**config.mk**
```make
export PLATFORM = sky130hd
export DESIGN_NAME = avr_core
export DESIGN_NICKNAME = d
export VERILOG_FILES = /design/src/common/avr_pkg.sv /design/src/verilog/avr_regfile.sv /design/src/decode/avr_decode.sv /design/src/alu/avr_alu.sv /design/src/verilog/avr_core.sv
export SDC_FILE = /design/constraint.sdc
export NUM_CORES = 1
export LEC_CHECK = 0
export ABC_CLOCK_PERIOD_IN_PS = 7300
export BUFFER_PORTS_ARGS = -buffer_cell sky130_fd_sc_hd__buf_2
export CAP_MARGIN = 40
export CORE_ASPECT_RATIO = 1.75
export CORE_MARGIN = 3
export CORE_UTILIZATION = 55
export CTS_CLUSTER_SIZE = 28
export DETAILED_ROUTE_END_ITERATION = 8
export PLACE_DENSITY = 0.85
export SYNTH_ARGS = -nofsm -noshare
export SYNTH_HDL_FRONTEND = slang
export SYNTH_SLANG_ARGS = --single-unit
```
**constraint.sdc**
```tcl
create_clock -name clock -period 7.3 [get_ports clock]
set_clock_uncertainty 0.2 [all_clocks]
set_input_delay 1.46 -clock clock [delete_from_list [all_inputs] [get_ports clock]]
set_output_delay 1.46 -clock clock [all_outputs]
set_load 0.005 [all_outputs]
```
**src/common/avr_pkg.sv**
```systemverilog
`default_nettype none

package avr_pkg;

    // ----------------------------------------------------------
    // Widths with a meaning
    // ----------------------------------------------------------
    typedef logic [7:0]  byte_t;      // Register and I/O data
    typedef logic [15:0] pc_t;        // Program word address
    typedef logic [15:0] insn_t;      // One instruction word
    typedef logic [4:0]  reg_idx_t;   // R0..R31
    typedef logic [5:0]  io_addr_t;   // OUT address space
    typedef logic [7:0]  sreg_t;      // Status register

    localparam int NUM_REGS     = 32;
    localparam int IMM_REG_BASE = 16;   // Immediate forms reach R16..R31 only
    localparam pc_t RESET_PC    = 16'h0000;

    // SREG bit positions
    localparam int FLAG_C = 0;
    localparam int FLAG_Z = 1;
    localparam int FLAG_N = 2;
    localparam int FLAG_V = 3;
    localparam int FLAG_S = 4;
    localparam int FLAG_H = 5;
    localparam int FLAG_T = 6;
    localparam int FLAG_I = 7;

    // ----------------------------------------------------------
    // Opcode groups, selected by ir[15:12]
    // ----------------------------------------------------------
    localparam logic [3:0] OPG_REG0   = 4'h0;  // CPC, SBC, ADD
    localparam logic [3:0] OPG_REG1   = 4'h1;  // CP, SUB, ADC
    localparam logic [3:0] OPG_REG2   = 4'h2;  // AND, EOR, OR, MOV
    localparam logic [3:0] OPG_CPI    = 4'h3;
    localparam logic [3:0] OPG_SBCI   = 4'h4;
    localparam logic [3:0] OPG_SUBI   = 4'h5;
    localparam logic [3:0] OPG_ORI    = 4'h6;
    localparam logic [3:0] OPG_ANDI   = 4'h7;
    localparam logic [3:0] OPG_SINGLE = 4'h9;  // One-operand group
    localparam logic [3:0] OPG_IO     = 4'hB;  // OUT when ir[11] set
    localparam logic [3:0] OPG_RJMP   = 4'hC;
    localparam logic [3:0] OPG_LDI    = 4'hE;
    localparam logic [3:0] OPG_BRANCH = 4'hF;  // BRBS/BRBC when ir[11] clear

    // ----------------------------------------------------------
    // Micro-operation
    // ----------------------------------------------------------
    typedef enum logic [4:0] {
        PASS,
        ADD,
        ADC,
        SUB,
        SBC,
        AND,
        EOR,
        OR,
        COM,
        NEG,
        SWAP,
        INC,
        DEC,
        ASR,
        LSR,
        ROR,
        NONE
    } alu_op_e;

    typedef struct packed {
        alu_op_e  op;
        byte_t    operand_a;   // Rd
        byte_t    operand_b;   // Rr or K
        reg_idx_t dest;
        logic     reg_we;
        logic     sreg_we;
        logic     keep_z;      // Z only holds or clears
    } uop_t;

endpackage

`default_nettype wire

```
**src/verilog/avr_regfile.sv**
```systemverilog
`default_nettype none

module avr_regfile
    import avr_pkg::*;
(
    input  wire            clock,
    input  wire            rst_n_i,
    input  wire reg_idx_t  rd_addr_a_i,
    input  wire reg_idx_t  rd_addr_b_i,
    input  wire            wr_en_i,
    input  wire reg_idx_t  wr_addr_i,
    input  wire byte_t     wr_data_i,
    output byte_t          rd_data_a_o,
    output byte_t          rd_data_b_o
);

    byte_t regs_q [NUM_REGS];

    // Write lands at the edge, so the next instruction reads it
    always_ff @(posedge clock) begin
        if (!rst_n_i) begin
            for (int i = 0; i < NUM_REGS; i++) begin
                regs_q[i] <= 8'h00;
            end
        end else if (wr_en_i) begin
            regs_q[wr_addr_i] <= wr_data_i;
        end
    end

    // Combinational read ports
    assign rd_data_a_o = regs_q[rd_addr_a_i];
    assign rd_data_b_o = regs_q[rd_addr_b_i];

    // Decoder and ALU stay quiet while the core is held in reset
    a_no_write_in_reset: assert property (@(posedge clock)
        !rst_n_i |-> !wr_en_i)
        else $error("register write during reset");

endmodule

`default_nettype wire

```
**src/decode/avr_decode.sv**
```systemverilog
`default_nettype none

module avr_decode
    import avr_pkg::*;
(
    input  wire           clock,
    input  wire           rst_n_i,
    input  wire insn_t    ir_i,
    input  wire byte_t    rd_data_a_i,
    input  wire byte_t    rd_data_b_i,
    input  wire sreg_t    sreg_i,
    output pc_t           pc_o,
    output reg_idx_t      rd_addr_a_o,
    output reg_idx_t      rd_addr_b_o,
    output uop_t          uop_o,
    output logic          io_we_o,
    output io_addr_t      io_addr_o,
    output byte_t         io_data_o
);

    pc_t      pc_q;
    pc_t      pc_next;
    pc_t      rjmp_off;
    pc_t      br_off;
    reg_idx_t rd_f;
    reg_idx_t rr_f;
    reg_idx_t rdi_f;
    byte_t    k_f;
    logic     imm_form;
    logic     is_out;
    logic     br_taken;
    uop_t     uop;
    logic     io_we_q;
    io_addr_t io_addr_q;
    byte_t    io_data_q;

    // ----------------------------------------------------------
    // Opcode fields
    // ----------------------------------------------------------
    assign rd_f     = ir_i[8:4];
    assign rr_f     = {ir_i[9], ir_i[3:0]};
    assign rdi_f    = reg_idx_t'(IMM_REG_BASE) + reg_idx_t'(ir_i[7:4]);
    assign k_f      = {ir_i[11:8], ir_i[3:0]};
    assign rjmp_off = {{4{ir_i[11]}}, ir_i[11:0]};
    assign br_off   = {{9{ir_i[9]}}, ir_i[9:3]};   // Signed 7-bit

    assign imm_form = ir_i[15:12] inside {OPG_CPI, OPG_SBCI, OPG_SUBI, OPG_ORI,
                                          OPG_ANDI, OPG_LDI};
    assign is_out   = (ir_i[15:12] == OPG_IO) && ir_i[11];
    // BRBS taken on a set bit, BRBC (ir[10]) on a clear one
    assign br_taken = (ir_i[15:12] == OPG_BRANCH) && !ir_i[11]
                      && (sreg_i[ir_i[2:0]] != ir_i[10]);

    assign rd_addr_a_o = imm_form ? rdi_f : rd_f;
    assign rd_addr_b_o = rr_f;

    always_comb begin
        uop.op        = NONE;
        uop.operand_a = rd_data_a_i;
        uop.operand_b = rd_data_b_i;
        uop.dest      = rd_f;
        uop.reg_we    = 1'b0;
        uop.sreg_we   = 1'b0;
        uop.keep_z    = 1'b0;
        case (ir_i[15:12])
            OPG_REG0, OPG_REG1, OPG_REG2: begin
                case (ir_i[13:10])
                    4'b0001, 4'b0010: uop.op = SBC;   // CPC, SBC
                    4'b0011:          uop.op = ADD;
                    4'b0101, 4'b0110: uop.op = SUB;   // CP, SUB
                    4'b0111:          uop.op = ADC;
                    4'b1000:          uop.op = AND;
                    4'b1001:          uop.op = EOR;
                    4'b1010:          uop.op = OR;
                    4'b1011:          uop.op = PASS;  // MOV
                    default:          uop.op = NONE;  // MOVW, MUL, CPSE
                endcase
                uop.reg_we  = (uop.op != NONE) && !(ir_i[13:10] inside {4'b0001, 4'b0101});
                uop.sreg_we = (uop.op != NONE) && (uop.op != PASS);
                uop.keep_z  = (uop.op == SBC);
            end
            OPG_CPI, OPG_SBCI, OPG_SUBI, OPG_ORI, OPG_ANDI: begin
                case (ir_i[15:12])
                    OPG_CPI, OPG_SUBI: uop.op = SUB;
                    OPG_SBCI:          uop.op = SBC;
                    OPG_ORI:           uop.op = OR;
                    default:           uop.op = AND;
                endcase
                uop.operand_b = k_f;
                uop.dest      = rdi_f;
                uop.reg_we    = (ir_i[15:12] != OPG_CPI);   // CPI only sets flags
                uop.sreg_we   = 1'b1;
                uop.keep_z    = (ir_i[15:12] == OPG_SBCI);
            end
            OPG_LDI: begin
                uop.op        = PASS;
                uop.operand_b = k_f;
                uop.dest      = rdi_f;
                uop.reg_we    = 1'b1;
            end
            OPG_SINGLE: begin
                if (ir_i[11:9] == 3'b010) begin
                    case (ir_i[3:0])
                        4'h0:    uop.op = COM;
                        4'h1:    uop.op = NEG;
                        4'h2:    uop.op = SWAP;
                        4'h3:    uop.op = INC;
                        4'h5:    uop.op = ASR;
                        4'h6:    uop.op = LSR;
                        4'h7:    uop.op = ROR;
                        4'hA:    uop.op = DEC;
                        default: uop.op = NONE;
                    endcase
                    uop.reg_we  = (uop.op != NONE);
                    uop.sreg_we = (uop.op != NONE);  // SWAP flags held in the ALU
                end
            end
            default: ;  // NOP, jumps, OUT and dropped codes
        endcase
    end

    // ----------------------------------------------------------
    // Program counter and OUT port
    // ----------------------------------------------------------
    always_comb begin
        pc_next = pc_q + 16'd1;
        if (ir_i[15:12] == OPG_RJMP) begin
            pc_next = pc_next + rjmp_off;
        end else if (br_taken) begin
            pc_next = pc_next + br_off;
        end
    end

    always_ff @(posedge clock) begin
        if (!rst_n_i) begin
            pc_q    <= RESET_PC;
            io_we_q <= 1'b0;
        end else begin
            pc_q    <= pc_next;
            io_we_q <= is_out;  // One-cycle strobe per OUT
        end
    end

    always_ff @(posedge clock) begin
        if (is_out) begin
            io_addr_q <= {ir_i[10:9], ir_i[3:0]};
            io_data_q <= rd_data_a_i;
        end
    end

    assign pc_o      = pc_q;
    assign uop_o     = uop;
    assign io_we_o   = io_we_q;
    assign io_addr_o = io_addr_q;
    assign io_data_o = io_data_q;

    // Back-to-back strobes only for back-to-back OUTs (1011 1AAr rrrr AAAA)
    a_out_strobe: assert property (@(posedge clock) disable iff (!rst_n_i)
        io_we_o |=> (!io_we_o || $past(ir_i[15:11] == 5'b10111)))
        else $error("io_we_o held without a second OUT");

endmodule

`default_nettype wire

```
**src/alu/avr_alu.sv**
```systemverilog
`default_nettype none

module avr_alu
    import avr_pkg::*;
(
    input  wire          clock,
    input  wire          rst_n_i,
    input  wire uop_t    uop_i,
    output logic         wr_en_o,
    output reg_idx_t     wr_addr_o,
    output byte_t        wr_data_o,
    output sreg_t        sreg_o
);

    sreg_t sreg_q;
    sreg_t flags;
    byte_t op_a;
    byte_t op_b;
    byte_t result;
    byte_t add_x;
    byte_t add_y;
    byte_t add_r;
    logic  add_cin;
    logic  add_sub;
    logic  [8:0] add_sum;
    logic  add_h;
    logic  add_v;
    logic  shift_msb;

    assign op_a = uop_i.operand_a;
    assign op_b = uop_i.operand_b;

    // ----------------------------------------------------------
    // Shared adder for ADD/ADC/SUB/SBC/NEG
    // ----------------------------------------------------------
    always_comb begin
        add_x   = op_a;
        add_y   = op_b;
        add_cin = 1'b0;
        add_sub = uop_i.op inside {SUB, SBC, NEG};
        if (uop_i.op inside {ADC, SBC}) begin
            add_cin = sreg_q[FLAG_C];
        end
        if (uop_i.op == NEG) begin   // 0 - Rd
            add_x = 8'h00;
            add_y = op_a;
        end
    end

    assign add_sum = add_sub ? ({1'b0, add_x} - {1'b0, add_y} - {8'd0, add_cin})
                             : ({1'b0, add_x} + {1'b0, add_y} + {8'd0, add_cin});
    assign add_r   = add_sum[7:0];
    // Bit 8 is carry for add and borrow for subtract
    assign add_h = add_sub ? ((~add_x[3] & add_y[3]) | (add_y[3] & add_r[3]) | (add_r[3] & ~add_x[3]))
                           : ((add_x[3] & add_y[3]) | (add_y[3] & ~add_r[3]) | (~add_r[3] & add_x[3]));
    assign add_v = add_sub ? ((add_x[7] & ~add_y[7] & ~add_r[7]) | (~add_x[7] & add_y[7] & add_r[7]))
                           : ((add_x[7] & add_y[7] & ~add_r[7]) | (~add_x[7] & ~add_y[7] & add_r[7]));

    assign shift_msb = (uop_i.op == ASR) ? op_a[7] :
                       (uop_i.op == ROR) ? sreg_q[FLAG_C] : 1'b0;

    // ----------------------------------------------------------
    // Result and new flags
    // ----------------------------------------------------------
    always_comb begin
        result = op_b;   // PASS for LDI and MOV
        flags  = sreg_q;
        case (uop_i.op)
            ADD, ADC, SUB, SBC, NEG: begin
                result        = add_r;
                flags[FLAG_H] = add_h;
                flags[FLAG_V] = add_v;
                flags[FLAG_C] = add_sum[8];
            end
            AND, EOR, OR: begin
                result        = (uop_i.op == AND) ? (op_a & op_b) :
                                (uop_i.op == EOR) ? (op_a ^ op_b) : (op_a | op_b);
                flags[FLAG_V] = 1'b0;
            end
            COM: begin
                result        = ~op_a;
                flags[FLAG_V] = 1'b0;
                flags[FLAG_C] = 1'b1;
            end
            INC: begin
                result        = op_a + 8'd1;
                flags[FLAG_V] = (result == 8'h80);
            end
            DEC: begin
                result        = op_a - 8'd1;
                flags[FLAG_V] = (result == 8'h7F);
            end
            ASR, LSR, ROR: begin
                result        = {shift_msb, op_a[7:1]};
                flags[FLAG_C] = op_a[0];
                flags[FLAG_V] = result[7] ^ op_a[0];   // N xor C
            end
            SWAP: result = {op_a[3:0], op_a[7:4]};
            default: ;
        endcase
        if (!(uop_i.op inside {PASS, SWAP, NONE})) begin
            flags[FLAG_N] = result[7];
            flags[FLAG_Z] = (result == 8'h00) && (!uop_i.keep_z || sreg_q[FLAG_Z]);
            flags[FLAG_S] = result[7] ^ flags[FLAG_V];
        end
    end

    always_ff @(posedge clock) begin
        if (!rst_n_i) begin
            sreg_q <= 8'h00;
        end else if (uop_i.sreg_we) begin
            sreg_q <= flags;
        end
    end

    assign wr_en_o   = uop_i.reg_we;
    assign wr_addr_o = uop_i.dest;
    assign wr_data_o = result;
    assign sreg_o    = sreg_q;

    // No kept instruction touches I or T
    a_i_t_stable: assert property (@(posedge clock) disable iff (!rst_n_i)
        $stable({sreg_q[FLAG_I], sreg_q[FLAG_T]}))
        else $error("SREG I/T changed");

endmodule

`default_nettype wire

```
**src/verilog/avr_core.sv**
```systemverilog
`default_nettype none

module avr_core
    import avr_pkg::*;
(
    input  wire            clock,
    input  wire            rst_n_i,
    input  wire insn_t     ir_i,
    output wire pc_t       pc_o,
    output wire            io_we_o,
    output wire io_addr_t  io_addr_o,
    output wire byte_t     io_data_o
);

    reg_idx_t rd_addr_a;
    reg_idx_t rd_addr_b;
    byte_t    rd_data_a;
    byte_t    rd_data_b;
    uop_t     uop;          // Decoder to ALU
    logic     wr_en;
    reg_idx_t wr_addr;
    byte_t    wr_data;
    sreg_t    sreg;         // Flags back for branches

    avr_decode u_decode (
        .clock       (clock),
        .rst_n_i     (rst_n_i),
        .ir_i        (ir_i),
        .rd_data_a_i (rd_data_a),
        .rd_data_b_i (rd_data_b),
        .sreg_i      (sreg),
        .pc_o        (pc_o),
        .rd_addr_a_o (rd_addr_a),
        .rd_addr_b_o (rd_addr_b),
        .uop_o       (uop),
        .io_we_o     (io_we_o),
        .io_addr_o   (io_addr_o),
        .io_data_o   (io_data_o)
    );

    avr_regfile u_regfile (
        .clock       (clock),
        .rst_n_i     (rst_n_i),
        .rd_addr_a_i (rd_addr_a),
        .rd_addr_b_i (rd_addr_b),
        .wr_en_i     (wr_en),
        .wr_addr_i   (wr_addr),
        .wr_data_i   (wr_data),
        .rd_data_a_o (rd_data_a),
        .rd_data_b_o (rd_data_b)
    );

    avr_alu u_alu (
        .clock     (clock),
        .rst_n_i   (rst_n_i),
        .uop_i     (uop),
        .wr_en_o   (wr_en),
        .wr_addr_o (wr_addr),
        .wr_data_o (wr_data),
        .sreg_o    (sreg)
    );

endmodule

`default_nettype wire

```
==> flow_summary.ini, run 1 <==
[outcome]
outcome = complete, but fails checks
violations = design-rule violations

[sta]
setup-tns-final_ns = 0
hold_viol_final = 0
finalCritPeriodShare = 0.9217
finalCriticalPeriod_ns = 6.728
worst_pin_slew_ns = 1.004
setup_viol = 0
maxSlewViolCount = 0
rsz0062_at_grt = false
relSlewSlack = 0.3267
fmax_ghz = 0.1486

[grt]
grt_pass1_vias = 16040
grt_pass1_wl_um = 94780
grt_max_degree = 45
grt.total_usage = 0.3382
grt_overflow = 0
antenna_found_initial = 2

[worst_setup_path]
cp-end-kind = flip-flop
rrSetupSlack_ns = 1.81
crit_type = in2reg
cp_data_required_time_ns = 7.60
startpoint_type = input pin
cp_max_fo = 33
crit_arrival_ns = 7.03
r2r_start = u_regfile.regs_q[27][2]$_SDFFCE_PN0P_
r2r_cells = 21
rr_endpoint = u_alu.sreg_o[1]$_SDFFE_PN0P_
startpoint = ir_i[4]

[drt]
via_count = 15680
routed_wl_um = 63040
drtIter0Drc = 1913
postRouteAntennaNets = 0
drtPass1Iterations = 9
viasPerCell = 7.074
wl_per_cell_um = 28.43
post-route-drc-count = 1

[floorplanning]
fp.dieH_um = 252.6
core_um2 = 33960
start_util = 0.5626
ios = 49
core.rowCount = 89
die_w_um = 146.9
dieArea_um2 = 37100

[logic_synthesis]
synthMuxAreaShare = 0.1843
syn_avg_cell_area_um2 = 11.30
synth_top_cell_by_area = edfxtp_1
ys_top_cells_by_area = edfxtp_1, mux4_2, nor2_1
synthCells = 1691
seq_area_frac_synth = 0.4484
synth_top_family_by_area = multiplexers
synth-seq-cells = 293
synth_xor_area_frac = 0.02613
yosysUniqueCellTypes = 94
async_reset_ff_frac = 0
syn_area_um2 = 19110
yosys.area_share.simple = 0.1427
ys.flop_type = edfxtp_1
synth_top_area_frac = 0.4243
yosysWarnings = 0
synth_adder_area_share = 0.05605
synth-compound-area-share = 0.1023
synth_edf_count = 270
synth_nets = 1791

[power]
power_mw = 4.720
ir_drop_v = 0.0001542
p_per_area_nw_per_um2 = 223.9
power_leakage_nw = 8.010

[clock_tree]
cts_made_buffers = 27
clk_pin_slew_worst_paths_ns = 0.08
ctsResizeCount = 0
postCtsHoldBufs = 0
cts_buffer_depth = 3
clock_sinks = 293
cts-htree-levels = 1
clk_latency_ns = 0.59
root_buffer = clkbuf_16
postCtsSetupRepairBufs = 0
cts_tree = yes

[worst_hold_path]
whs_path_depth = 2
hp-class = reg2reg
min_to = u_alu.sreg_o[5]$_SDFFE_PN0P_
min_from = u_alu.sreg_o[5]$_SDFFE_PN0P_

[finish]
diodes = 0
drive_gt1_frac = 0.1969
finalNetCount = 1843
area_growth_pct = 10.31

[placement]
place.port_buffers = 48
gp_congestion = 1.088
dp_hpwl_um = 44950

[run]
drv_cap = 0
## cells in the final DEF (no fill, tap or decap), types with 10 or more instances in the layout
cell       instances
a21o_1            13
nand2_1          138
ha_1              76
mux2i_1           41
o22ai_1           15
xnor2_1           40
nor3_1            21
nor2_1           356
clkbuf_16         27
o21ai_0           37
nand2b_1          11
o211ai_1          10
a211oi_1          25
xor2_1            17
o21bai_1          13
mux4_2           136
dfxtp_1           23
a21oi_1           66
buf_2             44
inv_1             59
buf_4             75
edfxtp_1         270
nand3_1           29
nor2b_1           13
## metal layers
metal  GRT usage  vias to the layer above  wire length [µm]
met3     0.09060                      419              7284
met4      0.3146                        4              7253
met5           0                        -                21
met2      0.5734                     1392             31220
met1      0.3313                     7430             17260
li1            -                     6439                 -
## worst max-delay path by stage
stage,end,slack (ns),depth (start not counted)
after floorplan,u_regfile.regs_q[0][6]$_SDFFCE_PN0P_,0.29,22
after global placement,u_alu.sreg_o[1]$_SDFFE_PN0P_,0.42,23
after detailed placement,u_alu.sreg_o[4]$_SDFFE_PN0P_,0.33,18
after CTS,u_alu.sreg_o[4]$_SDFFE_PN0P_,0.92,18
after global routing,u_alu.sreg_o[1]$_SDFFE_PN0P_,0.26,23
final,u_alu.sreg_o[1]$_SDFFE_PN0P_,0.57,23
## synth_stat cells, drive strengths merged, types with 4 or more instances
master	number
and2	9
nor3	25
nand2	139
fa	6
o32ai	4
or2	5
mux2i	42
inv	63
a32oi	5
dfxtp	23
o21a	7
a21oi	67
a221o	4
o21ai	41
nand3	29
and3	7
a21o	13
o21bai	13
nand2b	11
mux4	136
xnor2	40
o221ai	9
nor2b	13
a22oi	10
a211oi	25
a31oi	4
xor2	17
nor3b	4
o22ai	16
nand4	8
a221oi	4
ha	76
edfxtp	270
or3	8
o31ai	7
buf	50
nor2	358
clkbuf	55
o211ai	10
## critical path, cell delays in order
cell and delay, ns:
buf_4 0.48, buf_4 0.28, mux4_2 0.50, o21ai_0 0.53
nor3_1 0.22, a21oi_2 0.25, nor2_1 0.06, o21bai_1 0.19
inv_1 0.09, fa_1 0.22, inv_1 0.08, fa_1 0.44
a21oi_1 0.14, o21bai_1 0.10, a21o_1 0.20, a21o_1 0.20
xnor2_1 0.14, a211oi_1 0.29, nand3_1 0.16, o32ai_4 0.33
buf_12 0.24, nand2_1 0.08, o32ai_1 0.26
## layout make-up
type | count | area, µm²
clock inverters | 18 | 206.4
clock buffers | 30 | 686.9
flip-flops and latches | 293 | 8568
multi-input cells | 1228 | 9841
repair buffers | 128 | 963.4
fillers | 2404 | 12880
well taps | 455 | 569.3
inverters | 65 | 244.0
## kinds of logic (layout without fill, tap and decap cells)
logic type | Yosys count | count (layout)
and+or+nand+nor | 633 | 633
DFF | 293 | 293
AOI/OAI and AO/OA | 275 | 275
muxes | 181 | 181
buffers and inverters | 170 | 241
adders and majority gates | 82 | 82
xor gates and xnor gates | 57 | 57
## power breakdown
| part | internal, mW | switching, mW |
|---|---|---|
| clock | 0.799 | 0.679 |
| sequential | 1.89 | 0.0465 |
| combinational | 0.471 | 0.831 |
## flip-flops by register name, summed over array words and instances, names as in the netlist
register	flops
u_regfile.regs_q	256
u_decode.io_addr_o	6
u_decode.io_data_o	8
u_decode.pc_o	16
u_alu.sreg_o	6
u_decode.io_we_o	1
## stage by stage
step                std cells  hold slack (ns)  instance area (µm²)    util  setup WS [ns]
finish                   2217           0.2602                21080  0.6206         0.5717
global route             2217           0.2927                21080  0.6206         0.2592
CTS                      2217           0.2556                21080  0.6206         0.9222
detailed placement       2169           0.2467                20190  0.5943         0.3327
global placement         2166           0.2438                20160  0.5937         0.4186
floorplan                1691           0.2287                19110       -         0.2923
No activity file was read; power rests on OpenSTA's default activity.
==> run 2: changes to the inputs <==
CELL_PAD_IN_SITES_DETAIL_PLACEMENT = 1   (was unset)
CELL_PAD_IN_SITES_GLOBAL_PLACEMENT = 1   (was unset)
CORE_UTILIZATION = 47   (was 55)
PLACE_DENSITY = 0.88   (was 0.85)
==> flow_summary.ini, run 2 (synthesis results as in run 1) <==
[grt]
grt_pass1_vias = 16760
grt_pass1_wl_um = 107400
antenna_found_initial = 2
grt_overflow = 0
grt.total_usage = 0.3362
grt_max_degree = 45

[worst_setup_path]
cp_max_fo = 30
startpoint_type = input pin
cp-end-kind = flip-flop
crit_arrival_ns = 7.18
r2r_cells = 20
crit_type = in2reg
cp_data_required_time_ns = 7.59

[finish]
final_util = 0.5338
seq_area_um2 = 8568
area_growth_pct = 11.89
fillers = 4192
final_cell_mix = nor2_1, edfxtp_1, nand2_1, mux4_2, buf_4
finalNetCount = 1869
largest_register_ff_count = 256
multiInputGateArea_um2 = 9841
drive_gt1_frac = 0.2079
top_register = u_regfile.regs_q
layout.cells.most_common = nor2_1

[clock_tree]
cts_tree = yes
clk_latency_ns = 0.59
ctsResizeCount = 0
postCtsHoldBufs = 0
root_buffer = clkbuf_16
clk_pin_slew_worst_paths_ns = 0.08
cts-htree-levels = 1
postCtsSetupRepairBufs = 0
cts_made_buffers = 27
cts_buffer_depth = 3
clock_sinks = 293

[drt]
drtIter0Drc = 1683
wl_per_cell_um = 31.87
viasPerCell = 6.997
routed_wl_um = 72830
drtPass1Iterations = 7
post-route-drc-count = 0
postRouteAntennaNets = 0
via_count = 15990

[placement]
place.port_buffers = 48
gp_congestion = 1.004
dp_hpwl_um = 52040

[sta]
relSlewSlack = 0.3393
finalCritPeriodShare = 0.9449
setup-tns-final_ns = 0
worst_pin_slew_ns = 0.9807
rsz0062_at_grt = false
finalCriticalPeriod_ns = 6.898
fmax_ghz = 0.1450
hold_viol_final = 0
setup_viol = 0
maxSlewViolCount = 0

[floorplanning]
core_um2 = 40050
core.rowCount = 97
ios = 49
fp.dieH_um = 272.7
start_util = 0.4771
die_w_um = 158.4
dieArea_um2 = 43210

[run]
drv_cap = 0

[outcome]
outcome = completed

[power]
power_leakage_nw = 8.162
p_per_area_nw_per_um2 = 227.7
ir_drop_v = 0.0001489

[worst_hold_path]
whs_path_depth = 2
hp-class = reg2reg
[run 2: area by class of cell]
| type | count | share of cell area |
|---|---|---|
| Antenna cell | 1 | 0.0001170 |
| Inverter | 65 | 0.01141 |
| Tap cell | 495 | 0.02897 |
| Timing Repair Buffer | 154 | 0.05495 |
| Sequential cell | 293 | 0.4007 |
| Clock buffer | 30 | 0.03213 |
| Multi-Input combinational cell | 1228 | 0.4603 |
| Clock inverter | 19 | 0.01141 |
[run 2: metal layers]
layer | vias up | global-route usage | part of all wire
li1 | 6472 | - | -
met1 | 7830 | 0.3565 | 0.31
met2 | 1202 | 0.5550 | 0.48
met3 | 481 | 0.07622 | 0.096
met4 | 4 | 0.2867 | 0.11
met5 | - | 0 | 0.00034
[run 2: final timing paths]
check,from,endpoint,slack (ns)
worst max register to register,u_regfile.regs_q[18][3]$_SDFFCE_PN0P_,u_alu.sreg_o[1]$_SDFFE_PN0P_,1.47
worst min-delay path,u_alu.sreg_o[5]$_SDFFE_PN0P_,u_alu.sreg_o[5]$_SDFFE_PN0P_,0.29
worst max-delay path,ir_i[5],u_alu.sreg_o[1]$_SDFFE_PN0P_,0.40
worst min register to register,u_alu.sreg_o[5]$_SDFFE_PN0P_,u_alu.sreg_o[5]$_SDFFE_PN0P_,0.29
[run 2: through the flow]
stage | power (mW) | hold WS (ns) | worst slack [ns] | area, µm² | std cells
final | 4.868 | 0.2882 | 0.4021 | 21380 | 2285
after global routing | 4.998 | 0.2934 | 0.1545 | 21380 | 2284
after CTS | 4.819 | 0.2844 | 0.5651 | 21370 | 2283
after detailed placement | 3.282 | 0.2820 | 0.04201 | 20440 | 2234
after global placement | 3.215 | 0.2738 | 0.1113 | 20400 | 2231
after floorplan | 2.761 | 0.2287 | 0.2923 | 19110 | 1691
[run 2: critical path, cell delays in order]
cell and delay [ns]:
buf_4 0.45, buf_4 0.33, buf_4 0.21, mux4_2 0.19
nor2_1 0.06, nor3_1 0.60, mux2i_1 0.38, nor2_1 0.27
inv_1 0.08, ha_1 0.36, inv_1 0.06, ha_1 0.29
o21a_1 0.14, o21a_1 0.19, o21ai_0 0.15, nand2b_1 0.11
xnor2_1 0.21, o22ai_1 0.10, a211oi_1 0.29, nand3_1 0.16
o32ai_4 0.41, buf_12 0.23, nand2_1 0.09, o32ai_1 0.30
[run 2: where the power goes]
group | internal, mW | switching (mW)
Combinational | 0.498 | 0.879
Clock | 0.862 | 0.682
Sequential | 1.89 | 0.0527
Total | 3.25 | 1.61
